### config.mk
export PLATFORM = sky130hd
export DESIGN_NAME = ps2_receiver
export DESIGN_NICKNAME = d
export VERILOG_FILES = /design/src/rtl/ps2_receiver.sv
export VERILOG_INCLUDE_DIRS = /design/src /design/src/rtl
export SDC_FILE = /design/constraint.sdc
export NUM_CORES = 1
export LEC_CHECK = 0
export ABC_AREA = 1
export BUFFER_PORTS_ARGS = -buffer_cell sky130_fd_sc_hd__buf_2
export CAP_MARGIN = 20
export CORE_ASPECT_RATIO = 1.75
export CORE_MARGIN = 2
export CORE_UTILIZATION = 42
export CTS_BUF_LIST = sky130_fd_sc_hd__clkbuf_16
export DETAILED_ROUTE_END_ITERATION = 7
export SETUP_SLACK_MARGIN = 0.5
export SYNTH_ARGS = -nofsm -noshare
export SYNTH_HDL_FRONTEND = slang
export SYNTH_SLANG_ARGS = --single-unit
### constraint.sdc
create_clock -name clk65 -period 5.3 [get_ports clk65]
set_clock_uncertainty 0.1 [all_clocks]
set_input_delay 0.795 -clock clk65 [delete_from_list [all_inputs] [get_ports clk65]]
set_output_delay 0.795 -clock clk65 [all_outputs]
set_load 0.02 [all_outputs]
### src/rtl/ace_macros.svh
`ifndef ACE_MACROS_SVH
`define ACE_MACROS_SVH

//////////////////////////////////////////////////////////////////////
// Line buffer geometry
//////////////////////////////////////////////////////////////////////

// Pixels in one PAL line, one buffer word each
`define ACE_LINE_PIXELS 208

// Address width of one buffer half
`define ACE_LINE_ADDR_W 8

//////////////////////////////////////////////////////////////////////
// Sync and PS/2 timing, in clk65 cycles
//////////////////////////////////////////////////////////////////////

`define VGA_HSYNC_LEN 16   // VGA hsync pulse at the start of each replay

`define PS2_TIMEOUT 4095   // Idle time before a partial frame is dropped
`define PS2_TIMER_W 12     // Idle counter width, holds PS2_TIMEOUT

// Reset extension after rst_n or Ctrl+Alt+Del
`define POR_CYCLES 8

`endif

### src/rtl/ps2_receiver.sv
`timescale 1ns/1ps
`default_nettype none

`include "ace_macros.svh"

module ps2_receiver (
    input  wire        clk65,
    input  wire        rst_n,
    input  wire        clkps2,
    input  wire        dataps2,
    output logic       ps2_strobe,
    output logic [7:0] ps2_byte
);

    localparam logic [`PS2_TIMER_W-1:0] IDLE_MAX = `PS2_TIMEOUT;

    logic [1:0]              clk_sync;   // PS/2 clock synchronizer
    logic [1:0]              data_sync;  // PS/2 data synchronizer
    logic                    clk_prev;   // Last synchronized clock level
    logic                    fall;
    logic [10:0]             shift;      // Bits arrive LSB first, shift in at the top
    logic [10:0]             frame;
    logic [3:0]              bit_cnt;    // 0..10 within a frame
    logic [`PS2_TIMER_W-1:0] idle_cnt;
    logic                    frame_ok;

    // Sampling point
    assign fall = clk_prev & ~clk_sync[1];

    // Shift register contents once the current bit is in
    assign frame = {data_sync[1], shift[10:1]};

    // Start 0, stop 1, odd parity over data and parity bit
    assign frame_ok = ~frame[0] & frame[10] & (^frame[9:1]);

    //////////////////////////////////////////////////////////////////////
    // Line synchronizers
    //////////////////////////////////////////////////////////////////////

    always_ff @(posedge clk65) begin
        if (!rst_n) begin
            clk_sync  <= 2'b11;  // Idle bus is high
            data_sync <= 2'b11;
            clk_prev  <= 1'b1;
        end else begin
            clk_sync  <= {clk_sync[0], clkps2};
            data_sync <= {data_sync[0], dataps2};
            clk_prev  <= clk_sync[1];
        end
    end

    //////////////////////////////////////////////////////////////////////
    // Bit counter, idle timeout and strobe
    //////////////////////////////////////////////////////////////////////

    always_ff @(posedge clk65) begin
        if (!rst_n) begin
            bit_cnt    <= '0;
            idle_cnt   <= '0;
            ps2_strobe <= 1'b0;
        end else begin
            ps2_strobe <= 1'b0;
            if (fall) begin
                idle_cnt <= '0;
                if (bit_cnt == 4'd10) begin  // Stop bit
                    bit_cnt    <= '0;
                    ps2_strobe <= frame_ok;  // Bad frames vanish silently
                end else begin
                    bit_cnt <= bit_cnt + 4'd1;
                end
            end else if (idle_cnt == IDLE_MAX) begin
                bit_cnt <= '0;               // Stale partial frame
            end else begin
                idle_cnt <= idle_cnt + 1'b1;
            end
        end
    end

    // Frame data path
    always_ff @(posedge clk65) begin
        if (fall) begin
            shift <= frame;
        end
        if (fall && bit_cnt == 4'd10) begin
            ps2_byte <= frame[8:1];  // Data bits between start and parity
        end
    end

endmodule

`default_nettype wire

==> results.yml <==
sta:
  final_max_slew_viol_count: 0
  setup_ws_ps: 3510
  setup_repair_after_global_routing_missed_its_margin: "no"
  final_layout_setup_total_negative_slack_ps: 0
  timing_worst_slew_pin_value_ps: 704
  max-slew-margin-rel_pct: 52.9
  timing.final.hold_violations: 0
  timing.final.setup_violations: 0
  max_freq_ghz: 0.557
  post-route-period-util_pct: 33.8
  period_needed_ps: 1790
power:
  relative_contribution_of_combinational_cells_to_total_power_pct: 3.0
  power.leakage_uw: 0.000847
  pwr_density_cell_nw_per_um2: 323
  sw_frac_of_total_pct: 20.0
  power.share.sequential_pct: 52.5
  vdd_ir_drop_max_mv: 0.205
  total_switching_power_uw: 126
  internal_power_uw: 507
  share_clk_of_total_power_pct: 44.5
clock_tree:
  post_cts_setup_driven_buffer_insertion_count: 0
  clkSlewWorstSetupHoldPaths_ps: 60
  htree_levels: 2
  tritoncts: "done"
  cts_root_buffer: "sky130_fd_sc_hd__clkbuf_16"
  cts_buffers: 5
  worst_skew_pair.late_latency_ps: 280
  ctsHoldBuffers: 0
  clk_path_buf_depth: 2
  cts.sinks: 40
  cts_resized: 0
synth:
  syn_nets: 191
  synth_area_per_cell_sq_um: 9.27
  synthesis.area_sq_um: 1710
  yosys.cell_types.count: 25
  synth_warnings: 0
  ys_seq_area_share_pct: 57.5
  synth_top_area_cell: "sky130_fd_sc_hd__edfxtp_1"
  ys_seq_elements: 40
  post_synth_inst_count: 184
  synth.top_cells.by_area: "sky130_fd_sc_hd__edfxtp_1 32%, sky130_fd_sc_hd__dfxtp_1 26%, sky130_fd_sc_hd__nand2_1 9.7%"
  yosysTopAreaCellShare_pct: 31.7
setup_path:
  path_delay_family: "simple AND/OR/NAND/NOR gates"
  setup.worst_path.start_class: "flip-flop"
  critPathSlowestCell: "sky130_fd_sc_hd__nor2_1"
  cp_data_arrival_time_ps: 1910
  r2r_start: "clk_prev"
  critical_path_peak_fanout: 13
  r2r_slack_ps: 3510
  worst_setup_path_end_kind: "flip-flop"
  worst-endpoint-required_ps: 5410
  reg2reg_to: "ps2_strobe"
  r2r_cells: 7
  critPathMaxStageDelay_ps: 550
  timing.critical_path.buf_inv: 3
  critical_path_class: "reg -> reg"
  crit_path_cell_trace: "inv_1 > nor2_1 > buf_4 > inv_1 > nor2_1 > nand3_1 > a21oi_1"
placement:
  place_hpwl_mm: 2.16
  place.detailed.instances: 244
  numPortBuffers: 12
  place.gp.congestion: 0.806
  setup_slack_at_placement_ps: 3370
min_path:
  hold-path-endpoint: "data_sync[1]"
  worstHoldPathCells: 1
  hold_start: "data_sync[0]"
  hold_path.class: "reg -> reg"
route:
  via_count: 1213
  starting_drc_count_in_detailed_routing: 15
  routedLengthMet1_mm: 1.09
  vias_cell: 4.81
  routedWlPerCell_um: 11.4
  finalWirelength_mm: 2.86
  remaining_drc_errors: 0
  maxUsedRoutingLayer: "met4"
  drt_pass1_iterations: 4
  met3_length_um: 92
  route.met2.wl_mm: 1.61
  postRouteAntennaNets: 0
flow_run:
  drv_cap: 0
outcome:
  run_status: "finished, final reports clean"
global_route:
  globalRouteTotalUtil_pct: 14.5
  grt_pass1_wl_mm: 4.92
  via_count_of_the_first_global_routing_pass: 1230
  maximum_number_of_pins_on_one_net_before_global_route_repair: 14
  antenna_found_initial: 0
  overflow_left_after_global_routing: 0
floorplanning:
  die_width_um: 52.2
  core_area_sq_um: 3900
  io_pins: 13
  die_area_sq_um: 4610
  die_height_um: 88.3
  start_util_pct: 43.7
  std_cell_rows: 30
layout:
  post_layout_nonfiller_instances: 252
  post_route_cells_drive_above_1_share_pct: 18.6
  antenna_cells: 0
  fin_nets: 210
  area_growth_pct: 15.0
final cells by class:
class / instances / area (sq um)
Tap cell: 48 / 60.1
Clock buffer: 5 / 125
Inverter: 29 / 109
Clock inverter: 3 / 15.0
Fill cell: 373 / 1940
Timing Repair Buffer: 13 / 67.6
Sequential cell: 40 / 981
Multi-Input combinational cell: 114 / 604
worst max-delay path by stage:
stage                        start          end  slack (ps)  cells past startpoint
after detailed placement     rst_n  idle_cnt[3]        3370                      5
after floorplan           clk_prev  ps2_byte[0]        3350                      4
after global placement       rst_n  idle_cnt[4]        3400                      5
final                     clk_prev   ps2_strobe        3510                      7
after CTS                 clk_prev   ps2_strobe        3450                      7
after global routing      clk_prev   ps2_strobe        3300                      7
per-stage QoR:
step / utilization [%] / hold WS (ps) / cell area (sq um) / total power [uW]
6_report: 50.3 / 316 / 1960 / 633
5_1_grt: 50.3 / 333 / 1960 / 653
4_1_cts: 50.3 / 321 / 1960 / 641
3_5_place_dp: 46.7 / 308 / 1820 / 358
3_3_place_gp: 46.7 / 300 / 1820 / 356
2_1_floorplan: - / 293 / 1710 / 352
synth_stat cells:
cell                       instances
sky130_fd_sc_hd__buf_6             1
sky130_fd_sc_hd__or2_2             7
sky130_fd_sc_hd__nor3_2            1
sky130_fd_sc_hd__nand2_2           2
sky130_fd_sc_hd__nor3_1            2
sky130_fd_sc_hd__a21oi_1           9
sky130_fd_sc_hd__nor2_2            1
sky130_fd_sc_hd__o21ai_1           3
sky130_fd_sc_hd__edfxtp_1         18
sky130_fd_sc_hd__inv_1            27
sky130_fd_sc_hd__nand3_1          11
sky130_fd_sc_hd__a21oi_2           1
sky130_fd_sc_hd__nand3_2           2
sky130_fd_sc_hd__ha_1              3
sky130_fd_sc_hd__nand2_1          44
sky130_fd_sc_hd__nand4_1           2
sky130_fd_sc_hd__o21ai_0           8
sky130_fd_sc_hd__nor2_4            1
sky130_fd_sc_hd__nor2_1            8
sky130_fd_sc_hd__inv_2             2
sky130_fd_sc_hd__dfxtp_1          22
sky130_fd_sc_hd__xnor2_1           4
sky130_fd_sc_hd__nor3_4            1
sky130_fd_sc_hd__a31oi_1           2
sky130_fd_sc_hd__xor2_1            2
state kept, by name, summed over array words and instances, names as in the netlist:
signal	flops
shift	10
ps2_byte	8
clk_sync	2
clk_prev	1
bit_cnt	4
idle_cnt	12
data_sync	2
ps2_strobe	1
power groups by stage:
stage	combinational [uW]	sequential (uW)	clock, uW
floorplan	14.2	337	0
global placement	18.2	338	0
detailed placement	19.3	339	0
CTS	19.4	332	289
global route	22.6	333	298
finish	19.0	332	282
cells by family after synthesis:
family                     Yosys count  share of synthesized area, %
buffers and inverters               30                          7.04
DFF                                 40                          57.5
AOI/OAI and AO/OA                   23                          7.12
adders and majority gates            3                          2.20
and+or+nand+nor                     82                          23.0
xor gates and xnor gates             6                          3.08
metal layers:
layer / up-vias / global-route usage (%)
li1: 629 / -
met1: 564 / 13.3
met2: 15 / 28.1
met3: 5 / 3.55
met4: 0 / 7.69
met5: - / 0
cells in the final DEF (no fill, tap or decap):
| cell type | n |
|---|---|
| sky130_fd_sc_hd__nand2_1 | 44 |
| sky130_fd_sc_hd__inv_1 | 28 |
| sky130_fd_sc_hd__dfxtp_1 | 22 |
| sky130_fd_sc_hd__edfxtp_1 | 18 |
| sky130_fd_sc_hd__buf_2 | 12 |
| sky130_fd_sc_hd__nand3_1 | 11 |
| sky130_fd_sc_hd__a21oi_1 | 9 |
| sky130_fd_sc_hd__nor2_1 | 8 |
| sky130_fd_sc_hd__o21ai_0 | 8 |
| sky130_fd_sc_hd__or2_2 | 7 |
| sky130_fd_sc_hd__clkbuf_16 | 5 |
| sky130_fd_sc_hd__xnor2_1 | 4 |
| sky130_fd_sc_hd__o21ai_1 | 3 |
| sky130_fd_sc_hd__ha_1 | 3 |
| sky130_fd_sc_hd__inv_2 | 2 |
| sky130_fd_sc_hd__nand2_2 | 2 |
| sky130_fd_sc_hd__nand3_2 | 2 |
| sky130_fd_sc_hd__nor3_1 | 2 |
| sky130_fd_sc_hd__nand4_1 | 2 |
| sky130_fd_sc_hd__a31oi_1 | 2 |
| sky130_fd_sc_hd__xor2_1 | 2 |
| sky130_fd_sc_hd__nor2_2 | 1 |
| sky130_fd_sc_hd__nor2_4 | 1 |
| sky130_fd_sc_hd__nor3_4 | 1 |
| sky130_fd_sc_hd__nor3_2 | 1 |
| sky130_fd_sc_hd__a21oi_2 | 1 |
| sky130_fd_sc_hd__clkinv_2 | 1 |
| sky130_fd_sc_hd__inv_4 | 1 |
| sky130_fd_sc_hd__buf_4 | 1 |
No activity file was read; power rests on OpenSTA's default activity.
