File: config.mk
export PLATFORM = sky130hd
export DESIGN_NAME = scan_doubler
export DESIGN_NICKNAME = d
export VERILOG_FILES = /design/src/rtl/ace_pkg.sv /design/src/rtl/scan_doubler.sv
export VERILOG_INCLUDE_DIRS = /design/src /design/src/rtl
export SDC_FILE = /design/constraint.sdc
export NUM_CORES = 2
export LEC_CHECK = 0
export BUFFER_PORTS_ARGS = -buffer_cell sky130_fd_sc_hd__buf_2
export CAP_MARGIN = 20
export CORE_MARGIN = 4
export CORE_UTILIZATION = 40
export DETAILED_ROUTE_END_ITERATION = 7
export PLACE_DENSITY = 0.64
export SETUP_SLACK_MARGIN = 0.4
export SLEW_MARGIN = 10
export SYNTH_ARGS = -nofsm -noshare
export SYNTH_HDL_FRONTEND = slang
export SYNTH_MEMORY_MAX_BITS = 65536
export SYNTH_SLANG_ARGS = --single-unit
File: constraint.sdc
create_clock -name clk65 -period 7.88 [get_ports clk65]
set_clock_uncertainty 0.15 [all_clocks]
set_input_delay 2.364 -clock clk65 [delete_from_list [all_inputs] [get_ports clk65]]
set_output_delay 2.364 -clock clk65 [all_outputs]
set_load 0.05 [all_outputs]
File: src/rtl/ace_macros.svh
`ifndef ACE_MACROS_SVH
`define ACE_MACROS_SVH

//////////////////////////////////////////////////////////////////////
// Line buffer geometry
//////////////////////////////////////////////////////////////////////

// Pixels in one PAL line, one buffer word each
`define ACE_LINE_PIXELS 208

// Address width of one buffer half
`define ACE_LINE_ADDR_W 8

//////////////////////////////////////////////////////////////////////
// Sync and PS/2 timing, in clk65 cycles
//////////////////////////////////////////////////////////////////////

`define VGA_HSYNC_LEN 16   // VGA hsync pulse at the start of each replay

`define PS2_TIMEOUT 4095   // Idle time before a partial frame is dropped
`define PS2_TIMER_W 12     // Idle counter width, holds PS2_TIMEOUT

// Reset extension after rst_n or Ctrl+Alt+Del
`define POR_CYCLES 8

`endif

File: src/rtl/ace_pkg.sv
`default_nettype none

package ace_pkg;

    // One pixel, 3 bits per channel
    typedef struct packed {
        logic [2:0] r;
        logic [2:0] g;
        logic [2:0] b;
    } rgb3_t;

    // Core video output at PAL rate
    typedef struct packed {
        logic video;      // 1 = white
        logic hsync_n;
        logic vsync_n;
    } pal_video_t;

    // Colour plus syncs, used both before and after the scan doubler
    typedef struct packed {
        rgb3_t rgb;
        logic  hsync_n;
        logic  vsync_n;
    } vga_video_t;

    // 8 rows of 5 keys, 1 = pressed
    typedef logic [7:0][4:0] key_matrix_t;

    // Matrix position of a scan code
    typedef struct packed {
        logic       hit;  // Code maps to a matrix key
        logic [2:0] row;
        logic [2:0] col;
    } key_loc_t;

endpackage

`default_nettype wire

File: src/rtl/scan_doubler.sv
`timescale 1ns/1ps
`default_nettype none

`include "ace_macros.svh"

module scan_doubler (
    input  wire                      clk65,
    input  wire                      rst_n,
    input  wire                      pixel_ce,  // Half rate pixel enable
    input  wire ace_pkg::vga_video_t pal_rgb,   // Colour with PAL syncs
    output ace_pkg::vga_video_t      vga
);

    localparam int                          AW        = `ACE_LINE_ADDR_W;
    localparam int                          BUF_DEPTH = 2 << AW;  // Two line halves
    localparam int                          HT_W      = $clog2(`VGA_HSYNC_LEN + 1);
    localparam logic [AW-1:0]               RD_LAST   = AW'(`ACE_LINE_PIXELS - 1);
    localparam logic [HT_W-1:0]             HS_LEN    = HT_W'(`VGA_HSYNC_LEN);

    ace_pkg::rgb3_t  line_buf [BUF_DEPTH];

    // Write side, PAL rate
    logic            bank;       // Half being written
    logic [AW-1:0]   wr_addr;
    logic            hs_prev;    // hsync_n at the last pixel
    logic            vs_line;    // vsync_n latched per line
    logic            line_start;
    logic            wr_bank;
    logic [AW-1:0]   wr_idx;

    // Read side, clk65 rate
    logic [AW-1:0]   rd_cnt;     // Position within a replay
    logic [HT_W-1:0] hs_timer;   // Remaining hsync pulse cycles
    ace_pkg::rgb3_t  rd_pixel;
    logic            blank_d1;   // Pulse state aligned to rd_pixel

    // hsync_n falling on a pixel
    assign line_start = pixel_ce & hs_prev & ~pal_rgb.hsync_n;

    // First pixel of a new line goes to address 0 of the other half
    assign wr_bank = line_start ? ~bank : bank;
    assign wr_idx  = line_start ? '0 : wr_addr;

    //////////////////////////////////////////////////////////////////////
    // Input line capture
    //////////////////////////////////////////////////////////////////////

    always_ff @(posedge clk65) begin
        if (!rst_n) begin
            bank    <= 1'b0;
            wr_addr <= '0;
            hs_prev <= 1'b1;
            vs_line <= 1'b1;
        end else if (pixel_ce) begin
            hs_prev <= pal_rgb.hsync_n;
            if (line_start) begin
                bank    <= ~bank;             // Swap halves
                wr_addr <= AW'(1);
                vs_line <= pal_rgb.vsync_n;
            end else if (wr_addr != '1) begin
                wr_addr <= wr_addr + 1'b1;    // Overlong lines pile up on the last word
            end
        end
    end

    always_ff @(posedge clk65) begin
        if (pixel_ce) begin
            line_buf[{wr_bank, wr_idx}] <= pal_rgb.rgb;
        end
    end

    //////////////////////////////////////////////////////////////////////
    // Replay at double rate
    //////////////////////////////////////////////////////////////////////

    always_ff @(posedge clk65) begin
        if (!rst_n) begin
            rd_cnt   <= '0;
            hs_timer <= '0;
        end else if (line_start || rd_cnt == RD_LAST) begin
            rd_cnt   <= '0;       // Replay starts, twice per input line
            hs_timer <= HS_LEN;
        end else begin
            rd_cnt <= rd_cnt + 1'b1;
            if (hs_timer != '0) begin
                hs_timer <= hs_timer - 1'b1;
            end
        end
    end

    // Buffer read, stage 1
    always_ff @(posedge clk65) begin
        rd_pixel <= line_buf[{~bank, rd_cnt}];  // Previous line
    end

    // Output register, stage 2
    always_ff @(posedge clk65) begin
        if (!rst_n) begin
            blank_d1    <= 1'b0;
            vga.rgb     <= '0;
            vga.hsync_n <= 1'b1;
            vga.vsync_n <= 1'b1;
        end else begin
            blank_d1    <= (hs_timer != '0);
            vga.rgb     <= blank_d1 ? '0 : rd_pixel;  // Black under the pulse
            vga.hsync_n <= ~blank_d1;
            vga.vsync_n <= vs_line;
        end
    end

endmodule

`default_nettype wire

==> reports/qor.csv <==
stage,metric,value,unit
clock_network,postcts setup bufs,0,
floorplanning,Die W,679.5,um
clock_network,Clock Latency Late Sink,1.01,ns
clock_network,Clock transition at path regs,0.06,ns
worst_setup_path,"critical path fanouts, max",23,
placement,dpl ws,1.495,ns
timing,RSZ-0062 raised after global routing,false,
power_and_ir_drop,Leak Pwr,61.63,nW
timing,Peak Freq,181.7,MHz
worst_setup_path,CP arrival,5.91,ns
flow_run,max cap viols,0,
worst_setup_path,Worst Setup EP,line_buf[455][2],
routing,Routed WL,534200,um
clock_network,number of gates resized after CTS,0,
timing,final-report max-slew violation count,0,
clock_network,Root Buffer,clkbuf_16,
timing,post-route setup slack,2.376,ns
floorplanning,DIE AREA,461800,um2
global_routing,first-pass GRT wire length,744800,um
worst_setup_path,"Req. time, crit path",8.29,ns
routing,drt first pass iters,8,
placement,hpwl dp,319000,um
global_routing,largest net degree at the start of global routing,162,
worst_setup_path,worst setup path startpoint,pixel_ce,
cells_and_area,final instance count without filler cells,15100,
clock_network,clock sink count,4653,
worst_setup_path,CP Capture Type,flip-flop,
worst_setup_path,crit start category,input port,
timing,Final TNS setup,0,ns
placement,Routability Congestion,0.9153,
floorplanning,initial core utilization,0.4017,
floorplanning,I/O pins,25,
cells_and_area,P&R area growth vs syn,12.91,%
yosys,"EDFF count, synth",4608,
yosys,"Seq/Total Area, Yosys",0.7721,
floorplanning,Row Count,246,
yosys,Mapped Area,180400,um2
clock_network,worst-case clock buffer depth,4,
clock_network,Post-CTS Hold Buffers,0,
global_routing,initial antenna violation count,30,
timing,Final Hold Viols,0,
global_routing,gr ovfl total,0,
routing,Routed wire per std cell,35.38,um
yosys,Yosys Warn Count,0,
worst_setup_path,Reg2Reg Setup Slack,2.59,ns
timing,crit path time final,5.504,ns
routing,vias per cell,6.177,
cells_and_area,NumNets Final,8758,
yosys,async set-reset flop share out of synthesis,0,
floorplanning,Die Height,679.5,um
routing,DRC Markers,6,
placement,DP Cell Count,14240,
timing,Rel. slew slack,0.1592,
yosys,Main synth FF type,edfxtp_1,
global_routing,GRT Util Overall,0.2276,
placement,Port-buffer cells,24,
worst_setup_path,RR Startpoint,rd_cnt[1],
yosys,post-synthesis register bit count,4653,
routing,First DRT Iteration DRCs,15410,
global_routing,vias in the first global route,91010,
yosys,"Distinct cells, synth",76,
timing,fin crit share,0.6985,
status,failing checks,DRC,
yosys,Syn Inst Count,8554,
clock_network,CTS tree,done,
floorplanning,CORE AREA,449100,um2
power_and_ir_drop,Tot Pwr,0.05300,W
power_and_ir_drop,Worst VDD drop,0.2159,mV
hold_path,HP Class,reg2reg,
status,status,"complete, but fails checks",
worst_setup_path,crit path kind,in2reg,
routing,post-route ant nets,0,
worst_setup_path,path depth of the worst reg2reg path,9,
yosys,Synth Net Count,8571,
timing,Setup-failing EPs final,0,
clock_network,htree depth,5,
yosys,Avg Synthesized Cell Area,21.09,um2
timing,worst slew pin tran,1.261,ns
cells_and_area,layout cell share with drive strength beyond 1,0.2310,
clock_network,CTS Buf Count,452,
power_and_ir_drop,Power Density,260.2,nW/um2
worst_setup_path,R2R Path End,rd_pixel[2],
routing,total vias in the final route,93240,
registers in the layout, summed over array words and instances, names as in the netlist:
register  count
vs_line       1
line_buf   4608
blank_d1      1
rd_pixel      9
wr_addr       8
vga          11
rd_cnt        8
hs_prev       1
bank          1
hs_timer      5
critical path: stages:
cell,delay (ns)
buf_2,0.18
inv_1,0.23
nor3b_2,0.08
buf_4,0.20
nor2_1,0.78
nand2_4,0.90
buf_4,0.51
nor2_1,0.56
power by group:
group | internal, W | total [W] | switching (W)
clock | 0.0131 | 0.0226 | 0.00943
combinational | 0.00115 | 0.00314 | 0.00200
sequential | 0.0272 | 0.0273 | 0.0000529
worst min path at each step:
stage	from	endpoint	slack, ns	depth (start not counted)
floorplan	blank_d1	vga[1]	0.21	1
global placement	hs_timer[1]	hs_timer[1]	0.34	2
detailed placement	blank_d1	vga[1]	0.34	1
CTS	rd_pixel[6]	vga[8]	0.34	1
global route	blank_d1	vga[1]	0.35	1
finish	rd_pixel[6]	vga[8]	0.35	1
cells in the mapped netlist, drive strengths merged, types with 5 or more instances:
library cell	instances	area [um2]
o221ai	64	560.5
dfxtp	45	900.9
a311oi	13	113.9
buf	298	2086
nor3	50	250.2
a221oi	59	516.8
a211o	9	78.83
o22a	10	87.58
a211oi	33	247.7
a31oi	22	137.6
mux4	1020	22970
a22o	21	183.9
and2	20	125.1
a22oi	130	975.9
nand2	210	788.3
xnor2	10	87.58
a221o	23	230.2
a2111oi	9	78.83
inv	10	37.53
a21oi	150	750.7
o311ai	11	96.34
o211ai	16	120.1
clkbuf	240	900.9
nor2b	20	125.1
nand2b	16	100.1
edfxtp	4608	138400
nand4	8	50.05
o31ai	7	52.55
nor2	602	2262
nor4	16	100.1
o22ai	74	462.9
mux2	51	574.3
nand3	58	290.3
or4	6	45.04
o2111ai	7	61.31
mux2i	450	4504
a32oi	6	52.55
and3	11	68.82
or2	5	31.28
o21ai	73	365.3
a41oi	5	43.79
cell type report:
| type | instances | area [um2] |
|---|---|---|
| clock inverters | 320 | 3680 |
| well taps | 5952 | 7447 |
| fillers | 36500 | 245400 |
| inverters | 12 | 62.56 |
| clock buffers | 522 | 11820 |
| repair buffers | 271 | 2860 |
| flip-flops and latches | 4653 | 139300 |
| multi-input cells | 3351 | 38480 |
| diodes | 15 | 37.54 |
kinds of logic (layout without fill, tap and decap cells):
logic type | count (synthesis) | after routing | share of synthesized area
compound gates | 774 | 774 | 0.03053
xor+xnor | 14 | 14 | 0.0006797
fa+ha+maj | 3 | 3 | 0.0002081
buf+inv | 550 | 1125 | 0.01681
flops | 4653 | 4653 | 0.7721
mux | 1521 | 1521 | 0.1555
other cells | 0 | 15 | 0
simple gates | 1039 | 1039 | 0.02421
metrics by stage:
| step | cell area (um2) | utilization | hold slack, ns |
|---|---|---|---|
| final | 203700 | 0.4536 | 0.3452 |
| after global routing | 203600 | 0.4535 | 0.3498 |
| after CTS | 203600 | 0.4534 | 0.3385 |
| after detailed placement | 188100 | 0.4189 | 0.3359 |
| after global placement | 188100 | 0.4189 | 0.3387 |
| after floorplan | 180400 | - | 0.2083 |
layout by cell type (no fill, tap or decap), drive strengths merged, types with 21 or more instances in the layout:
cell type  count
a21oi        150
clkinv       199
o22ai         74
nand2        210
a211oi        33
buf          270
a22oi        130
nand3         58
mux4        1020
edfxtp      4608
clkinvlp      43
nor3          50
nor2         602
mux2          51
a22o          21
a31oi         22
o221ai        64
a221oi        59
mux2i        450
clkbuf       523
dfxtp         45
a221o         23
bufinv        73
o21ai         73
metal layers:
| layer | up-vias | GRT usage | wire (um) |
|---|---|---|---|
| li1 | 36140 | - | - |
| met1 | 48930 | 0.3152 | 198400 |
| met2 | 7103 | 0.3421 | 242000 |
| met3 | 1048 | 0.06578 | 70580 |
| met4 | 20 | 0.08643 | 23100 |
| met5 | - | 0 | 125 |
Note: power is estimated with default switching activity, not from simulation.
