===== src/rtl/ace_macros.svh =====
`ifndef ACE_MACROS_SVH
`define ACE_MACROS_SVH

//////////////////////////////////////////////////////////////////////
// Line buffer geometry
//////////////////////////////////////////////////////////////////////

// Pixels in one PAL line, one buffer word each
`define ACE_LINE_PIXELS 208

// Address width of one buffer half
`define ACE_LINE_ADDR_W 8

//////////////////////////////////////////////////////////////////////
// Sync and PS/2 timing, in clk65 cycles
//////////////////////////////////////////////////////////////////////

`define VGA_HSYNC_LEN 16   // VGA hsync pulse at the start of each replay

`define PS2_TIMEOUT 4095   // Idle time before a partial frame is dropped
`define PS2_TIMER_W 12     // Idle counter width, holds PS2_TIMEOUT

// Reset extension after rst_n or Ctrl+Alt+Del
`define POR_CYCLES 8

`endif


===== src/rtl/ace_pkg.sv =====
`default_nettype none

package ace_pkg;

    // One pixel, 3 bits per channel
    typedef struct packed {
        logic [2:0] r;
        logic [2:0] g;
        logic [2:0] b;
    } rgb3_t;

    // Core video output at PAL rate
    typedef struct packed {
        logic video;      // 1 = white
        logic hsync_n;
        logic vsync_n;
    } pal_video_t;

    // Colour plus syncs, used both before and after the scan doubler
    typedef struct packed {
        rgb3_t rgb;
        logic  hsync_n;
        logic  vsync_n;
    } vga_video_t;

    // 8 rows of 5 keys, 1 = pressed
    typedef logic [7:0][4:0] key_matrix_t;

    // Matrix position of a scan code
    typedef struct packed {
        logic       hit;  // Code maps to a matrix key
        logic [2:0] row;
        logic [2:0] col;
    } key_loc_t;

endpackage

`default_nettype wire


===== src/rtl/ace_keyboard.sv =====
`timescale 1ns/1ps
`default_nettype none

module ace_keyboard (
    input  wire        clk65,
    input  wire        rst_n,
    input  wire        ps2_strobe,
    input  wire  [7:0] ps2_byte,
    input  wire  [7:0] rows,         // Active low row select
    output logic [4:0] columns,      // Active low key sense
    output logic       kbd_reset_n
);

    // Set-2 codes with special meaning
    localparam logic [7:0] CODE_RELEASE  = 8'hF0;
    localparam logic [7:0] CODE_EXTENDED = 8'hE0;
    localparam logic [7:0] CODE_DELETE   = 8'h71;  // After E0
    localparam logic [7:0] CODE_CTRL     = 8'h14;
    localparam logic [7:0] CODE_ALT      = 8'h11;

    logic                 release_armed;
    logic                 extended_armed;
    ace_pkg::key_matrix_t matrix;
    logic                 ctrl_held;
    logic                 alt_held;
    logic                 del_held;
    ace_pkg::key_loc_t    loc;
    logic [4:0]           col_hit;

    //////////////////////////////////////////////////////////////////////
    // Scan code to matrix position
    //////////////////////////////////////////////////////////////////////

    always_comb begin
        loc = '0;
        case (ps2_byte)
            8'h12:   loc = {1'b1, 3'd0, 3'd0};  // Left shift
            8'h59:   loc = {1'b1, 3'd0, 3'd0};  // Right shift
            8'h1A:   loc = {1'b1, 3'd0, 3'd1};  // Z
            8'h22:   loc = {1'b1, 3'd0, 3'd2};  // X
            8'h21:   loc = {1'b1, 3'd0, 3'd3};  // C
            8'h2A:   loc = {1'b1, 3'd0, 3'd4};  // V
            8'h1C:   loc = {1'b1, 3'd1, 3'd0};  // A
            8'h1B:   loc = {1'b1, 3'd1, 3'd1};
            8'h23:   loc = {1'b1, 3'd1, 3'd2};
            8'h2B:   loc = {1'b1, 3'd1, 3'd3};
            8'h34:   loc = {1'b1, 3'd1, 3'd4};  // G
            8'h15:   loc = {1'b1, 3'd2, 3'd0};  // Q
            8'h1D:   loc = {1'b1, 3'd2, 3'd1};
            8'h24:   loc = {1'b1, 3'd2, 3'd2};
            8'h2D:   loc = {1'b1, 3'd2, 3'd3};
            8'h2C:   loc = {1'b1, 3'd2, 3'd4};  // T
            8'h16:   loc = {1'b1, 3'd3, 3'd0};  // 1
            8'h1E:   loc = {1'b1, 3'd3, 3'd1};
            8'h26:   loc = {1'b1, 3'd3, 3'd2};
            8'h25:   loc = {1'b1, 3'd3, 3'd3};
            8'h2E:   loc = {1'b1, 3'd3, 3'd4};  // 5
            8'h45:   loc = {1'b1, 3'd4, 3'd0};  // 0, row runs backwards
            8'h46:   loc = {1'b1, 3'd4, 3'd1};
            8'h3E:   loc = {1'b1, 3'd4, 3'd2};
            8'h3D:   loc = {1'b1, 3'd4, 3'd3};
            8'h36:   loc = {1'b1, 3'd4, 3'd4};  // 6
            8'h4D:   loc = {1'b1, 3'd5, 3'd0};  // P
            8'h44:   loc = {1'b1, 3'd5, 3'd1};
            8'h43:   loc = {1'b1, 3'd5, 3'd2};
            8'h3C:   loc = {1'b1, 3'd5, 3'd3};
            8'h35:   loc = {1'b1, 3'd5, 3'd4};  // Y
            8'h5A:   loc = {1'b1, 3'd6, 3'd0};  // Enter
            8'h4B:   loc = {1'b1, 3'd6, 3'd1};
            8'h42:   loc = {1'b1, 3'd6, 3'd2};
            8'h3B:   loc = {1'b1, 3'd6, 3'd3};
            8'h33:   loc = {1'b1, 3'd6, 3'd4};  // H
            8'h29:   loc = {1'b1, 3'd7, 3'd0};  // Space
            8'h14:   loc = {1'b1, 3'd7, 3'd1};  // Ctrl as symbol shift
            8'h3A:   loc = {1'b1, 3'd7, 3'd2};  // M
            8'h31:   loc = {1'b1, 3'd7, 3'd3};
            8'h32:   loc = {1'b1, 3'd7, 3'd4};  // B
            default: loc = '0;                  // Not an ACE key
        endcase
    end

    //////////////////////////////////////////////////////////////////////
    // Prefix flags, matrix and reset keys
    //////////////////////////////////////////////////////////////////////

    always_ff @(posedge clk65) begin
        if (!rst_n) begin
            release_armed  <= 1'b0;
            extended_armed <= 1'b0;
            matrix         <= '0;
            ctrl_held      <= 1'b0;
            alt_held       <= 1'b0;
            del_held       <= 1'b0;
        end else if (ps2_strobe) begin
            if (ps2_byte == CODE_RELEASE) begin
                release_armed <= 1'b1;
            end else if (ps2_byte == CODE_EXTENDED) begin
                extended_armed <= 1'b1;
            end else begin
                release_armed  <= 1'b0;  // Code consumes both prefixes
                extended_armed <= 1'b0;
                if (extended_armed) begin
                    if (ps2_byte == CODE_DELETE) begin
                        del_held <= ~release_armed;
                    end
                end else begin
                    if (loc.hit) begin
                        matrix[loc.row][loc.col] <= ~release_armed;
                    end
                    if (ps2_byte == CODE_CTRL) begin
                        ctrl_held <= ~release_armed;
                    end
                    if (ps2_byte == CODE_ALT) begin
                        alt_held <= ~release_armed;
                    end
                end
            end
        end
    end

    // Pressed keys on any selected row, i.e. an AND over active low rows
    always_comb begin
        col_hit = '0;
        for (int r = 0; r < 8; r++) begin
            if (!rows[r]) begin
                col_hit = col_hit | matrix[r];
            end
        end
    end

    always_ff @(posedge clk65) begin
        if (!rst_n) begin
            columns <= '1;           // Nothing pressed
        end else begin
            columns <= ~col_hit;
        end
    end

    assign kbd_reset_n = ~(ctrl_held & alt_held & del_held);  // Ctrl+Alt+Del

endmodule

`default_nettype wire


===== config.mk =====
export PLATFORM = sky130hd
export DESIGN_NAME = ace_keyboard
export DESIGN_NICKNAME = d
export VERILOG_FILES = /design/src/rtl/ace_macros.svh /design/src/rtl/ace_pkg.sv /design/src/rtl/ace_keyboard.sv
export SDC_FILE = /design/constraint.sdc
export NUM_CORES = 1
export LEC_CHECK = 0
export BUFFER_PORTS_ARGS = -buffer_cell sky130_fd_sc_hd__buf_2
export CORE_MARGIN = 2
export CORE_UTILIZATION = 60
export CTS_CLUSTER_DIAMETER = 30
export DETAILED_ROUTE_END_ITERATION = 10
export GPL_TIMING_DRIVEN = 0
export PLACE_DENSITY = 0.91
export SYNTH_ARGS = -nofsm -noshare
export SYNTH_HDL_FRONTEND = slang
export SYNTH_SLANG_ARGS = --single-unit

===== constraint.sdc =====
create_clock -name clk65 -period 2.73 [get_ports clk65]
set_input_delay 0.1365 -clock clk65 [delete_from_list [all_inputs] [get_ports clk65]]
set_output_delay 0.1365 -clock clk65 [all_outputs]
set_load 0.03 [all_outputs]

==> results, run 1 <==
- Summed over all layers, the routed wires come to 8170 um.
- The overall overflow remaining after global route is 0.
- The timing-limited maximum frequency is 398 MHz.
- The layout net count is 436.
- The layout cell share with drive strength beyond 1 is 16.5%.
- The worst slack at placement is -0.0338 ns.
- Cell internal power was estimated by the tool at 0.00102 W.
- The area of the placeable core is 0.00514 mm2.
- After clock tree synthesis, the clock-pin slew on the worst setup and hold paths is 0.09 ns.
- The global routing stage identified its most utilized layer as met2.
- STA classifies the critical path endpoint as a register.
- The number of levels in the clock H-tree is 2.
- The largest total area in the synthesized netlist belongs to sky130_fd_sc_hd__dfxtp_1.
- The TritonCTS sink count is 50.
- The total via count in the routed design is 3118.
- The overall die height is 77.2 um.
- The share of total power in combinational logic is 15.9%.
- By area the synthesized netlist is led by sky130_fd_sc_hd__dfxtp_1, sky130_fd_sc_hd__mux2i_1, sky130_fd_sc_hd__inv_1.
- The TritonCTS buffer count is 5.
- The classification of the worst-slack hold path is in2reg.
- The worst path meets setup with 0.218 ns of slack.
- Dividing the detail-routed wire length by the instance count gives 17.0 um.
- The proportion of netlist area held by the largest area contributor is 31.1%.
- The number of antenna violations at the first check in global routing was 0.
- During placement, the flow inserted port buffers numbering 22.
- After synthesis, the mean cell area works out to 8.42 um2.
- The count of endpoints failing setup in the final report is 0.
- The number of setup buffers added after CTS is 0.
- Between clock sinks in the finished design, the worst skew comes to 0.0113 ns.
- The post-route DRC violation count is 0.
- At the pin with the least slew margin, the transition time is 0.645 ns.
- The category of the worst setup path launch point is a primary input.
- The clock root buffer is sky130_fd_sc_hd__clkbuf_8.
- The sequential fraction of the synthesis area is 31.1%.
- The remaining antenna violation count after routing is 0.
- The via count of the first global-routing pass is 2795.
- At the later pin of the worst-skew pair, clock insertion delay measures 0.31 ns.
- For this design, the CTS-stage hold fixing added 0 buffers.
- Counting flops with a built-in enable in the synthesized netlist gives 0.
- The number of diodes is 0.
- The flow ran to the end, and the final reports show no timing, DRC or antenna violations.
- Data on the critical path is required at its endpoint by 2.91 ns.
- The setup path with the least slack is of type in2reg.
- In this run the static leakage power is 1.29 nW.
- The worst-case clock buffer depth is 2.
- The number of pins with negative max-slew slack in the final report is 0.
- Before antenna repair, the detailed router went through 5 iterations.
- The synthesized cell area is 0.00322 mm2.
- The number of instances resized during post-cts repair is 0.
- For this run, the share of the core covered by cells in the final layout is 68.3%.
- The full die area is 0.00596 mm2.
- Setup repair after global routing left no endpoint under its margin.
- In the global route stage, met1 resource usage came out at 37.5%.
- The critical path arrival is 2.69 ns.
- The library cell used most frequently in the layout, excluding fill and tap cells, is sky130_fd_sc_hd__dfxtp_1.
- Dividing total power by cell area gives a power density of 407 mW/mm2.
- The library cells used most frequently in the layout, excluding fill and tap cells, are sky130_fd_sc_hd__dfxtp_1, sky130_fd_sc_hd__inv_1, sky130_fd_sc_hd__nand2_1.
- The average via count per standard cell is 6.47.
- The total of warnings raised by yosys is 0.
- Entering global routing, the biggest net connects 17 pins.
- Summing all non-filler instances in the final layout gives an area of 0.00351 mm2.
- The global placer's final weighted congestion is 0.970.
- For this configuration, the core starts out at a cell density of 62.6%.
- The final worst hold slack is 0.109 ns.
- The final period utilization is 92.0%.
- The floorplan has 26 rows.
- The first routing iteration left 292 violations.
- The number of cells produced by synthesis is 382.
- Registers are responsible for 51.3% of the overall power.
- The net switching fraction of the power is 28.5%.
- The worst-case IR drop observed on VDD is 0.000252 V.
- The standard cell area after detailed placement is 0.00341 mm2.
- The fraction of registers with async set or reset after synthesis is 0%.
- The detailed-placement wirelength estimate is 5960 um.
- Measured in cells, the most critical reg-to-reg path has a length of 7.
- The first global-routing pass estimated 13400 um of wire.
- The clock network accounts for 32.7% of the total power.
- The die is 77.2 um wide.
- The number of hold-slack violations in the final timing report is 0.
- The distinct cell type count after synthesis is 76.
- For this run, global-route usage on met2 was measured as 45.0%.
- The most instantiated flip-flop cell in the synthesis netlist is sky130_fd_sc_hd__dfxtp_1.
- The number of nets handed over by synthesis was 407.
- In this run the worst path has a maximum fanout of 11.
- The met3 layer usage reported by global route is 5.41%.
- The top-level I/O count is 25.
- The area growth from synthesis to layout is 9.22%.
- The net switching component of the power is 0.000408 W.
- The CTS tree is yes.
- Measured against its own limit, the worst slew margin works out to 56.6%.
- The tool flagged a number of max-cap violations equal to 0.
- The post-synthesis sequential element count is 50.
- In the global route stage, overall resource usage came out at 28.0%.
- The worst hold path was traced through 3 stages.
- Counting I/O delays and the setup requirement, the final critical path takes 2.51 ns.
metal layers:
| layer | vias to the layer above | part of all wire (%) | wire [um] |
|---|---|---|---|
| met5 | - | 0 | 0 |
| met4 | 0 | 2.0 | 166 |
| met3 | 20 | 8.8 | 715 |
| met2 | 180 | 47 | 3820 |
| met1 | 1473 | 42 | 3470 |
| li1 | 1445 | - | - |
final timing paths:
kind,from,endpoint,slack [ns]
worst max-delay path,ps2_byte[1],matrix[2]$_SDFFE_PN0P_,0.22
worst min-delay path,rst_n,matrix[2]$_SDFFE_PN0P_,0.11
worst max register to register,extended_armed$_SDFFE_PN0P_,matrix[2]$_SDFFE_PN0P_,0.35
worst min register to register,matrix[0]$_SDFFE_PN0P_,matrix[0]$_SDFFE_PN0P_,0.46
stage by stage:
step	std cells	TNS, ns	total power, W
floorplan	382	0	0.000903
global placement	474	0	0.000968
detailed placement	474	-0.152	0.000972
CTS	482	0	0.00142
global route	482	0	0.00148
finish	482	0	0.00143
sequential cells by signal, indices dropped and copies added, names as in the netlist:
| name | flops |
|---|---|
| release_armed | 1 |
| matrix | 40 |
| extended_armed | 1 |
| alt_held | 1 |
| columns | 5 |
| del_held | 1 |
| ctrl_held | 1 |
power groups by stage:
stage	Clock (W)	Combinational [W]	Sequential, W
floorplan	0	0.000152	0.000751
global placement	0	0.000218	0.000750
detailed placement	0	0.000221	0.000750
CTS	0.000465	0.000223	0.000733
global route	0.000496	0.000246	0.000734
finish	0.000468	0.000228	0.000733
cell families after synthesis:
group                    synth area share (%)
AO/OA/AOI/OAI                            26.5
flip-flops                               31.1
multiplexers                             8.56
buffers and inverters                    9.42
AND/OR/NAND/NOR                          22.0
adder cells (fa/ha/maj)                  2.33
final cells by class:
cell class,instances,area [um2]
multi-input cells,267,1910
fillers,433,1630
flip-flops and latches,50,1000
inverters,46,173
plain buffers,19,130
repair buffers,22,110
well taps,70,87.6
clock buffers,6,82.6
clock inverters,2,16.3
Yosys cell counts (7+ instances only):
cell                        n
sky130_fd_sc_hd__mux2i_1   23
sky130_fd_sc_hd__a21oi_1   11
sky130_fd_sc_hd__o22ai_1   21
sky130_fd_sc_hd__inv_1     46
sky130_fd_sc_hd__nand3_1   15
sky130_fd_sc_hd__nor2_1    14
sky130_fd_sc_hd__nand2b_1  12
sky130_fd_sc_hd__o211ai_1  16
sky130_fd_sc_hd__o31ai_1   16
sky130_fd_sc_hd__dfxtp_1   50
sky130_fd_sc_hd__nand2_1   39
sky130_fd_sc_hd__clkbuf_1   7
worst max-delay path: stages:
cell and delay, ns:
sky130_fd_sc_hd__buf_2 0.22, sky130_fd_sc_hd__inv_1 0.13, sky130_fd_sc_hd__ha_1 0.37, sky130_fd_sc_hd__mux4_2 0.48, sky130_fd_sc_hd__nor2b_1 0.13, sky130_fd_sc_hd__o31a_1 0.25, sky130_fd_sc_hd__a21boi_4 0.32, sky130_fd_sc_hd__nor3b_2 0.36
sky130_fd_sc_hd__nand2_1 0.16, sky130_fd_sc_hd__mux2i_1 0.14
(Power assumes the default switching activity.)
==> inputs of run 2 (changes only) <==
- REMOVE_ABC_BUFFERS: default -> 1
==> run 2 against run 1 <==
  * Total power is 2.8% lower
  * Clock-buffer cell count rose by 1
  * Critical path depth is the same
  * Final cell count fell by 3.5%
  * Via count down 3.4%
  * Cell area shrank 3.3%
==> results, run 2 (synthesized netlist as in run 1, its figures left out) <==
- The overall die height is 77.2 um.
- The startpoint of the lowest-slack register-to-register path is extended_armed$_SDFFE_PN0P_.
- The number of antenna violations at the first check in global routing is 0.
- The timing-limited maximum frequency is 382 MHz.
- At the end of routability-driven placement, the weighted congestion stood at 0.942.
- At the pin with the least slew margin, the transition time is 1.32 ns.
- More flip-flops sit in one register than any other, and that register is matrix.
- The remaining antenna violation count after routing is 0.
- Once the clock tree was built, the setup fixing pass inserted 0 buffers.
- The highest fanout seen on the critical path is 11.
- The TritonCTS buffer count is 5.
- After the flow finishes, the layout carries non-filler instances totaling 465.
- Once the floorplan was initialized, standard cells occupied 62.6% of the core.
- The clock root buffer is sky130_fd_sc_hd__clkbuf_8.
- The uppermost layer routed is met4.
- The flip-flop count of the largest register, all copies and words added is 40.
- Global routing consumed, over all layers together, 27.0% of the routing resources.
- The power density of the placed cells is 409 mW/mm2.
- The H-tree was split into 2 levels.
- The final design utilization is 66.1%.
- The part of the total power dissipated in the clock network is 31.7%.
- In this run the register-to-register setup slack is 0.20 ns.
- The post-route DRC violation count is 0.
- The TritonCTS sink count is 50.
- The detailed-placement wirelength estimate is 5510 um.
- Tracing the worst setup path back leads to its startpoint at ps2_byte[1].
- The largest registers in the layout are matrix x40, columns x5.
- The die extent in x is 77.2 um.
- The average via count per standard cell is 6.48.
- Before antenna repair, the detailed router went through 6 iterations.
- The largest net degree at the start of global routing is 47.
- Cell internal power was estimated by the tool at 0.00100 W.
- The category of the worst setup path launch point is a primary input.
- The net switching fraction of the power is 27.7%.
- During placement, the flow inserted port buffers numbering 24.
- The tool flagged a number of max-cap violations equal to 0.
- In this run the cell area measured after placement is 0.00329 mm2.
- The cell leakage power is 1.23 nW.
- The library cell used most frequently in the layout, excluding fill and tap cells, is sky130_fd_sc_hd__dfxtp_1.
- The number of pins with negative max-slew slack in the final report is 0.
- After routing the design area is 0.00340 mm2.
- The worst hold path belongs to the class in2reg.
- Sequential cells account for 52.9% of the total power.
- After clock tree synthesis, the clock-pin slew on the worst setup and hold paths is 0.09 ns.
- The library cells used most frequently in the layout, excluding fill and tap cells, are sky130_fd_sc_hd__dfxtp_1, sky130_fd_sc_hd__inv_1, sky130_fd_sc_hd__nand2_1.
- The power after layout is 0.00139 W.
- The number of diodes is 0.
- The floorplan step defined a die boundary enclosing 0.00596 mm2.
- The count of endpoints failing setup in the final report is 0.
- In the final design database the tool counted 419 nets.
- 25 I/O pins were placed.
- The endpoint identified for the worst register-to-register timing path is matrix[17]$_SDFFE_PN0P_.
- After detailed routing, the total wire length is 7970 um.
- Adding up every negative setup slack in the final design gives 0 ns.
- In the detailed route, the total length drawn on met2 is 3940 um.
- Data on the critical path is required at its endpoint by 2.94 ns.
- The area growth from synthesis to final layout is 5.60%.
- The flow ran to the end, and the final reports show no timing, DRC or antenna violations.
- The path type of the worst setup path is in2reg.
- The number of cells traversed by the worst register-to-register path is 7.
- The CTS tree is yes.
- The number of hold-slack violations in the final timing report is 0.
- The total via count in the routed design is 3012.
- The clock arrives with 0.00508 ns of skew.
- The amount of wire on met3 after detailed routing is 597 um.
- Counting along the longest clock path gives a buffer depth of 2.
- The first global-routing pass estimated 13200 um of wire.
- The floorplan has 26 rows.
- The capture point of the critical path is matrix[1]$_SDFFE_PN0P_.
- The overall overflow remaining after global route is 0.
- The relative slew slack is 12.0%.
- The detail-routed net length per standard cell is 17.1 um.
- Across the VDD grid, the largest voltage drop is 0.000231 V.
- The core region is 0.00514 mm2.
- Subtracting the final worst setup slack from the clock period gives 2.62 ns.
- The count of placed standard cells including taps is 457.
- The net switching component of the power is 0.000385 W.
- The critical path arrival is 2.82 ns.
- The share of total power dissipated in combinational logic is 15.4%.
- In this run, the number of DRC markers left after iteration 0 of detailed routing was 270.
- The endpoint kind of the worst setup timing path is a register.
- Setup repair after global routing could not meet its margin everywhere.
- The layout cell share with drive strength beyond 1 is 14.9%.
- Clock latency on the worst-skew pair, taken at its later pin, is 0.30 ns.
- The final period utilization is 95.8%.
- For this block, wires on met1 add up to 3250 um.
- The via count of the first global-routing pass came to 2761.
==> run 2: stage by stage <==
step	setup slack, ns	hold slack [ns]
detailed placement	-0.162	0.450
CTS	0.125	0.141
global route	-0.0202	0.172
global placement	-0.0788	0.440
floorplan	0.554	0.202
finish	0.115	0.136
==> run 2: worst min path at each step <==
stage / start / endpoint / slack, ns / cells after the start
2_1_floorplan: rst_n / columns[0]$_SDFF_PN1_ / 0.20 / 1
3_3_place_gp: ps2_strobe / release_armed$_SDFFE_PN0P_ / 0.44 / 3
3_5_place_dp: ps2_strobe / release_armed$_SDFFE_PN0P_ / 0.45 / 3
4_1_cts: ps2_strobe / release_armed$_SDFFE_PN0P_ / 0.14 / 3
5_1_grt: ps2_strobe / release_armed$_SDFFE_PN0P_ / 0.17 / 3
6_report: ps2_strobe / release_armed$_SDFFE_PN0P_ / 0.14 / 3
==> run 2: critical path: stages <==
cell and delay (ns):
sky130_fd_sc_hd__buf_2 0.21, sky130_fd_sc_hd__inv_1 0.12, sky130_fd_sc_hd__ha_1 0.37, sky130_fd_sc_hd__mux4_2 0.49, sky130_fd_sc_hd__nor2b_1 0.16, sky130_fd_sc_hd__o31a_1 0.26
sky130_fd_sc_hd__a21boi_4 0.34, sky130_fd_sc_hd__nand3_1 0.28, sky130_fd_sc_hd__nor2_1 0.23, sky130_fd_sc_hd__mux2i_1 0.21
==> run 2: layer usage <==
layer	vias to the layer above	track usage, %
met1	1414	33.9
met5	-	0
met2	157	47.7
met4	0	8.57
li1	1417	-
met3	24	3.41
==> run 2: repair_timing <==
item                                    CTS  global route
hold buffers                              0             0
endpoints found under the setup margin    0             5
gates resized for setup                   0             2
==> run 2: area by class of cell <==
cell class              count  area, um2
repair buffers             24        120
clock inverters             1       5.00
inverters                  46        173
clock buffers               7       86.3
multi-input cells         267       1920
fillers                   428       1740
well taps                  70       87.6
flip-flops and latches     50       1000
==> run 2: power groups by stage <==
stage          clock, W  combinational, W  sequential [W]
2_1_floorplan         0          0.000120        0.000751
3_3_place_gp          0          0.000201        0.000751
3_5_place_dp          0          0.000206        0.000751
4_1_cts        0.000441          0.000206        0.000734
5_1_grt        0.000462          0.000231        0.000735
6_report       0.000441          0.000214        0.000734
==> inputs of run 3 (changes only) <==
--- a/config.mk
+++ b/config.mk
@@ -13,3 +13,5 @@
 export GPL_TIMING_DRIVEN = 0
+export HOLD_SLACK_MARGIN = 0.12
 export PLACE_DENSITY = 0.91
+export RECOVER_POWER = 50
 export REMOVE_ABC_BUFFERS = 1
==> constraint.sdc (replaced) <==
create_clock -name clk65 -period 2.73 [get_ports clk65]
set_input_delay 0.6825 -clock clk65 [delete_from_list [all_inputs] [get_ports clk65]]
set_output_delay 0.6825 -clock clk65 [all_outputs]
set_load 0.03 [all_outputs]
==> run 3 against run 2 <==
  * Flip-flop and latch count did not move
  * Routed wire length is 7.3% higher
  * Total power is 2.8% higher
  * Sequential share of layout area shrank 1.8 points
  * Global-route usage increased by 1.2 points
  * Die area did not move
  * Critical endpoint is now matrix[22]$_SDFFE_PN0P_
  * Worst hold slack better by 0.33 ns
  * Largest cell class unchanged
  * Fmax fell by 1.9%
  * Final cell count rose by 1.9%
  * Clock-buffer cell count is the same
  * Critical path type unchanged
  * Cell area rose by 6.5%
  * Highest routed layer unchanged
  * Sequential power is essentially flat
==> results, run 3 (synthesized netlist as in run 1, its figures left out) <==
- The first global-routing pass estimated 13600 um of wire.
- The register with the most flip-flops in the layout has 40 of them.
- The initial core utilization is 62.6%.
- The number of antenna violations at the first check in global routing is 0.
- The critical path arrival is 2.82 ns.
- The final period utilization is 97.7%.
- The clock slew seen by the registers of the worst setup and hold paths is 0.09 ns.
- The relative slew slack is 43.8%.
- CTS built an H-tree with a depth of 2.
- The endpoint kind of the worst setup timing path is a register.
- The area growth from synthesis to final layout is 12.5%.
- The number of hold-slack violations in the final timing report is 0.
- The routed wire length is 8550 um.
- The die extent in x is 77.2 um.
- Global routing used 28.2% of the available tracks.
- For the final database, setup skew stands at 0.00275 ns.
- The worst path in the final design needs a cycle of 2.67 ns, including I/O delays and setup.
- Power spread over the standard cell area amounts to 395 mW/mm2.
- The worst-case setup margin in the final layout is 0.0640 ns.
- At the end of the flow the core is filled with cells to 70.4%.
- The longest clock path from root to sink contains 2 buffers.
- The cts-stage hold buffer count is 0.
- The area of the placeable core is 0.00514 mm2.
- The via count of the first global-routing pass is 2783.
- Once detail routing completed, the nets flagged for antenna violations numbered 0.
- The count of routing violations after the opening detailed-route iteration is 289.
- The floorplan step defined a die boundary enclosing 0.00596 mm2.
- Ranked by flip-flop count, first place goes to matrix.
- The average via count per standard cell is 6.57.
- The number of diodes is 0.
- Setup violations remaining at the end of the flow were counted as 0.
- The number of port buffers is 24.
- The overall overflow remaining after global route is 0.
- The largest net degree at the start of global routing is 47.
- After filler insertion, the fill cell instance count of the layout stands at 389.
- In this run the static leakage power is 1.28 nW.
- The flow ran to the end, and the final reports show no timing, DRC or antenna violations.
- The most common library cell in the layout ignoring fill and taps is sky130_fd_sc_hd__dfxtp_1.
- IR analysis of the VDD net gives a maximum drop of 0.000205 V.
- Cells with a size suffix above 1 make up 20.8% of the layout.
- The timing-limited maximum frequency is 375 MHz.
- The later pin in the worst-skew pair is clocked with a latency of 0.31 ns.
- For this block, the via count after detailed routing is 3114.
- At the placement stage, the worst setup path has a slack of -0.708 ns.
- The library cells used most frequently in the layout, excluding fill and tap cells, are sky130_fd_sc_hd__dfxtp_1, sky130_fd_sc_hd__inv_1, sky130_fd_sc_hd__nand2_1.
- The worst setup path is of the in2reg kind.
- The number of maximum-capacitance constraint violations is 0.
- Detailed placement ended at an HPWL of 5510 um.
- The worst setup path is launched from a primary input.
- The detailed-router iteration count before antenna repair is 7.
- The congestion estimate from routability-driven global placement came to 0.942.
- Buffers inserted during clock tree synthesis total 5.
- The slew at the pin with the worst max-slew slack is 0.843 ns.
- Dividing the detail-routed wire length by the instance count gives 18.0 um.
- 25 I/O pins were placed.
- The highest fanout seen on the critical path is 11.
- The floorplan has 26 rows.
- TritonCTS built the clock tree.
- The tree is rooted in a sky130_fd_sc_hd__clkbuf_8.
- In the routed design, unresolved DRC markers number 0.
- The layout net count is 428.
- The number of pins with negative max-slew slack in the final report came to 0.
- In this run the worst hold path is classified as reg2reg.
- The data required time at the worst endpoint is 2.89 ns.
- The die is 77.2 um tall.
- In the final layout, the registers with the most flip-flops are matrix x40, columns x5.
- The TritonCTS sink count is 50.
==> run 3: cell count changes in the layout (fill, tap and decap cells not counted), sizes merged <==
cell	change
clkbuf	+10
buf	-1
==> run 3: routing by layer <==
metal,global-route usage [%],up-vias,wire length (um)
met2,49.8,173,4330
li1,-,1434,-
met4,9.82,0,257
met5,0,-,0
met1,34.9,1476,3350
met3,3.76,31,608
==> run 3: final cells by class <==
type                       count  area (um2)  area share (%)
clock buffer                   7        86.3            2.39
clock inverter                 1        5.00           0.138
inverter                      46         175            4.84
multi-input combinational    267        2060            56.9
sequential                    50        1000            27.7
tap                           70        87.6            2.42
timing repair buffer          33         203            5.60
==> run 3: worst max-delay path, stage by stage <==
cell	delay (ns)
sky130_fd_sc_hd__buf_8	0.12
sky130_fd_sc_hd__inv_2	0.10
sky130_fd_sc_hd__ha_4	0.23
sky130_fd_sc_hd__mux4_2	0.48
sky130_fd_sc_hd__nor2b_2	0.13
sky130_fd_sc_hd__o31a_1	0.18
sky130_fd_sc_hd__a21boi_4	0.27
sky130_fd_sc_hd__nor3b_4	0.35
sky130_fd_sc_hd__nand2_1	0.13
sky130_fd_sc_hd__mux2i_1	0.15
==> run 3: timing repair <==
item / in CTS / in global routing
resized for setup: 17 / 27
pin swaps: 5 / 7
setup endpoints to repair: 34 / 40
buffers inserted: 7 / 2
==> run 3: through the flow <==
stage | hold slack [ns] | total power [W] | instance area [um2] | std cells | TNS (ns)
after floorplan | 0.435 | 0.000871 | 3090 | 363 | 0
after global placement | 0.441 | 0.000952 | 3290 | 457 | -16.62
after detailed placement | 0.454 | 0.000957 | 3290 | 457 | -19.24
after CTS | 0.465 | 0.00140 | 3520 | 472 | 0
after global routing | 0.485 | 0.00147 | 3620 | 474 | -0.211
final | 0.464 | 0.00143 | 3620 | 474 | 0
==> run 3: power by group <==
group / switching (W) / leakage [nW] / internal (W)
Sequential: 0.00000271 / 0.403 / 0.000732
Combinational: 0.000162 / 0.832 / 0.0000859
Clock: 0.000241 / 0.0482 / 0.000205
Total: 0.000406 / 1.28 / 0.00102
==> run 3: final timing paths <==
| path | startpoint | endpoint | slack (ns) | depth (start not counted) |
|---|---|---|---|---|
| setup / recovery | ps2_byte[1] | matrix[22]$_SDFFE_PN0P_ | 0.06 | 10 |
| hold / removal | matrix[33]$_SDFFE_PN0P_ | matrix[33]$_SDFFE_PN0P_ | 0.46 | 2 |
| setup reg to reg | extended_armed$_SDFFE_PN0P_ | matrix[22]$_SDFFE_PN0P_ | 0.31 | 7 |
| hold reg to reg | matrix[33]$_SDFFE_PN0P_ | matrix[33]$_SDFFE_PN0P_ | 0.46 | 2 |
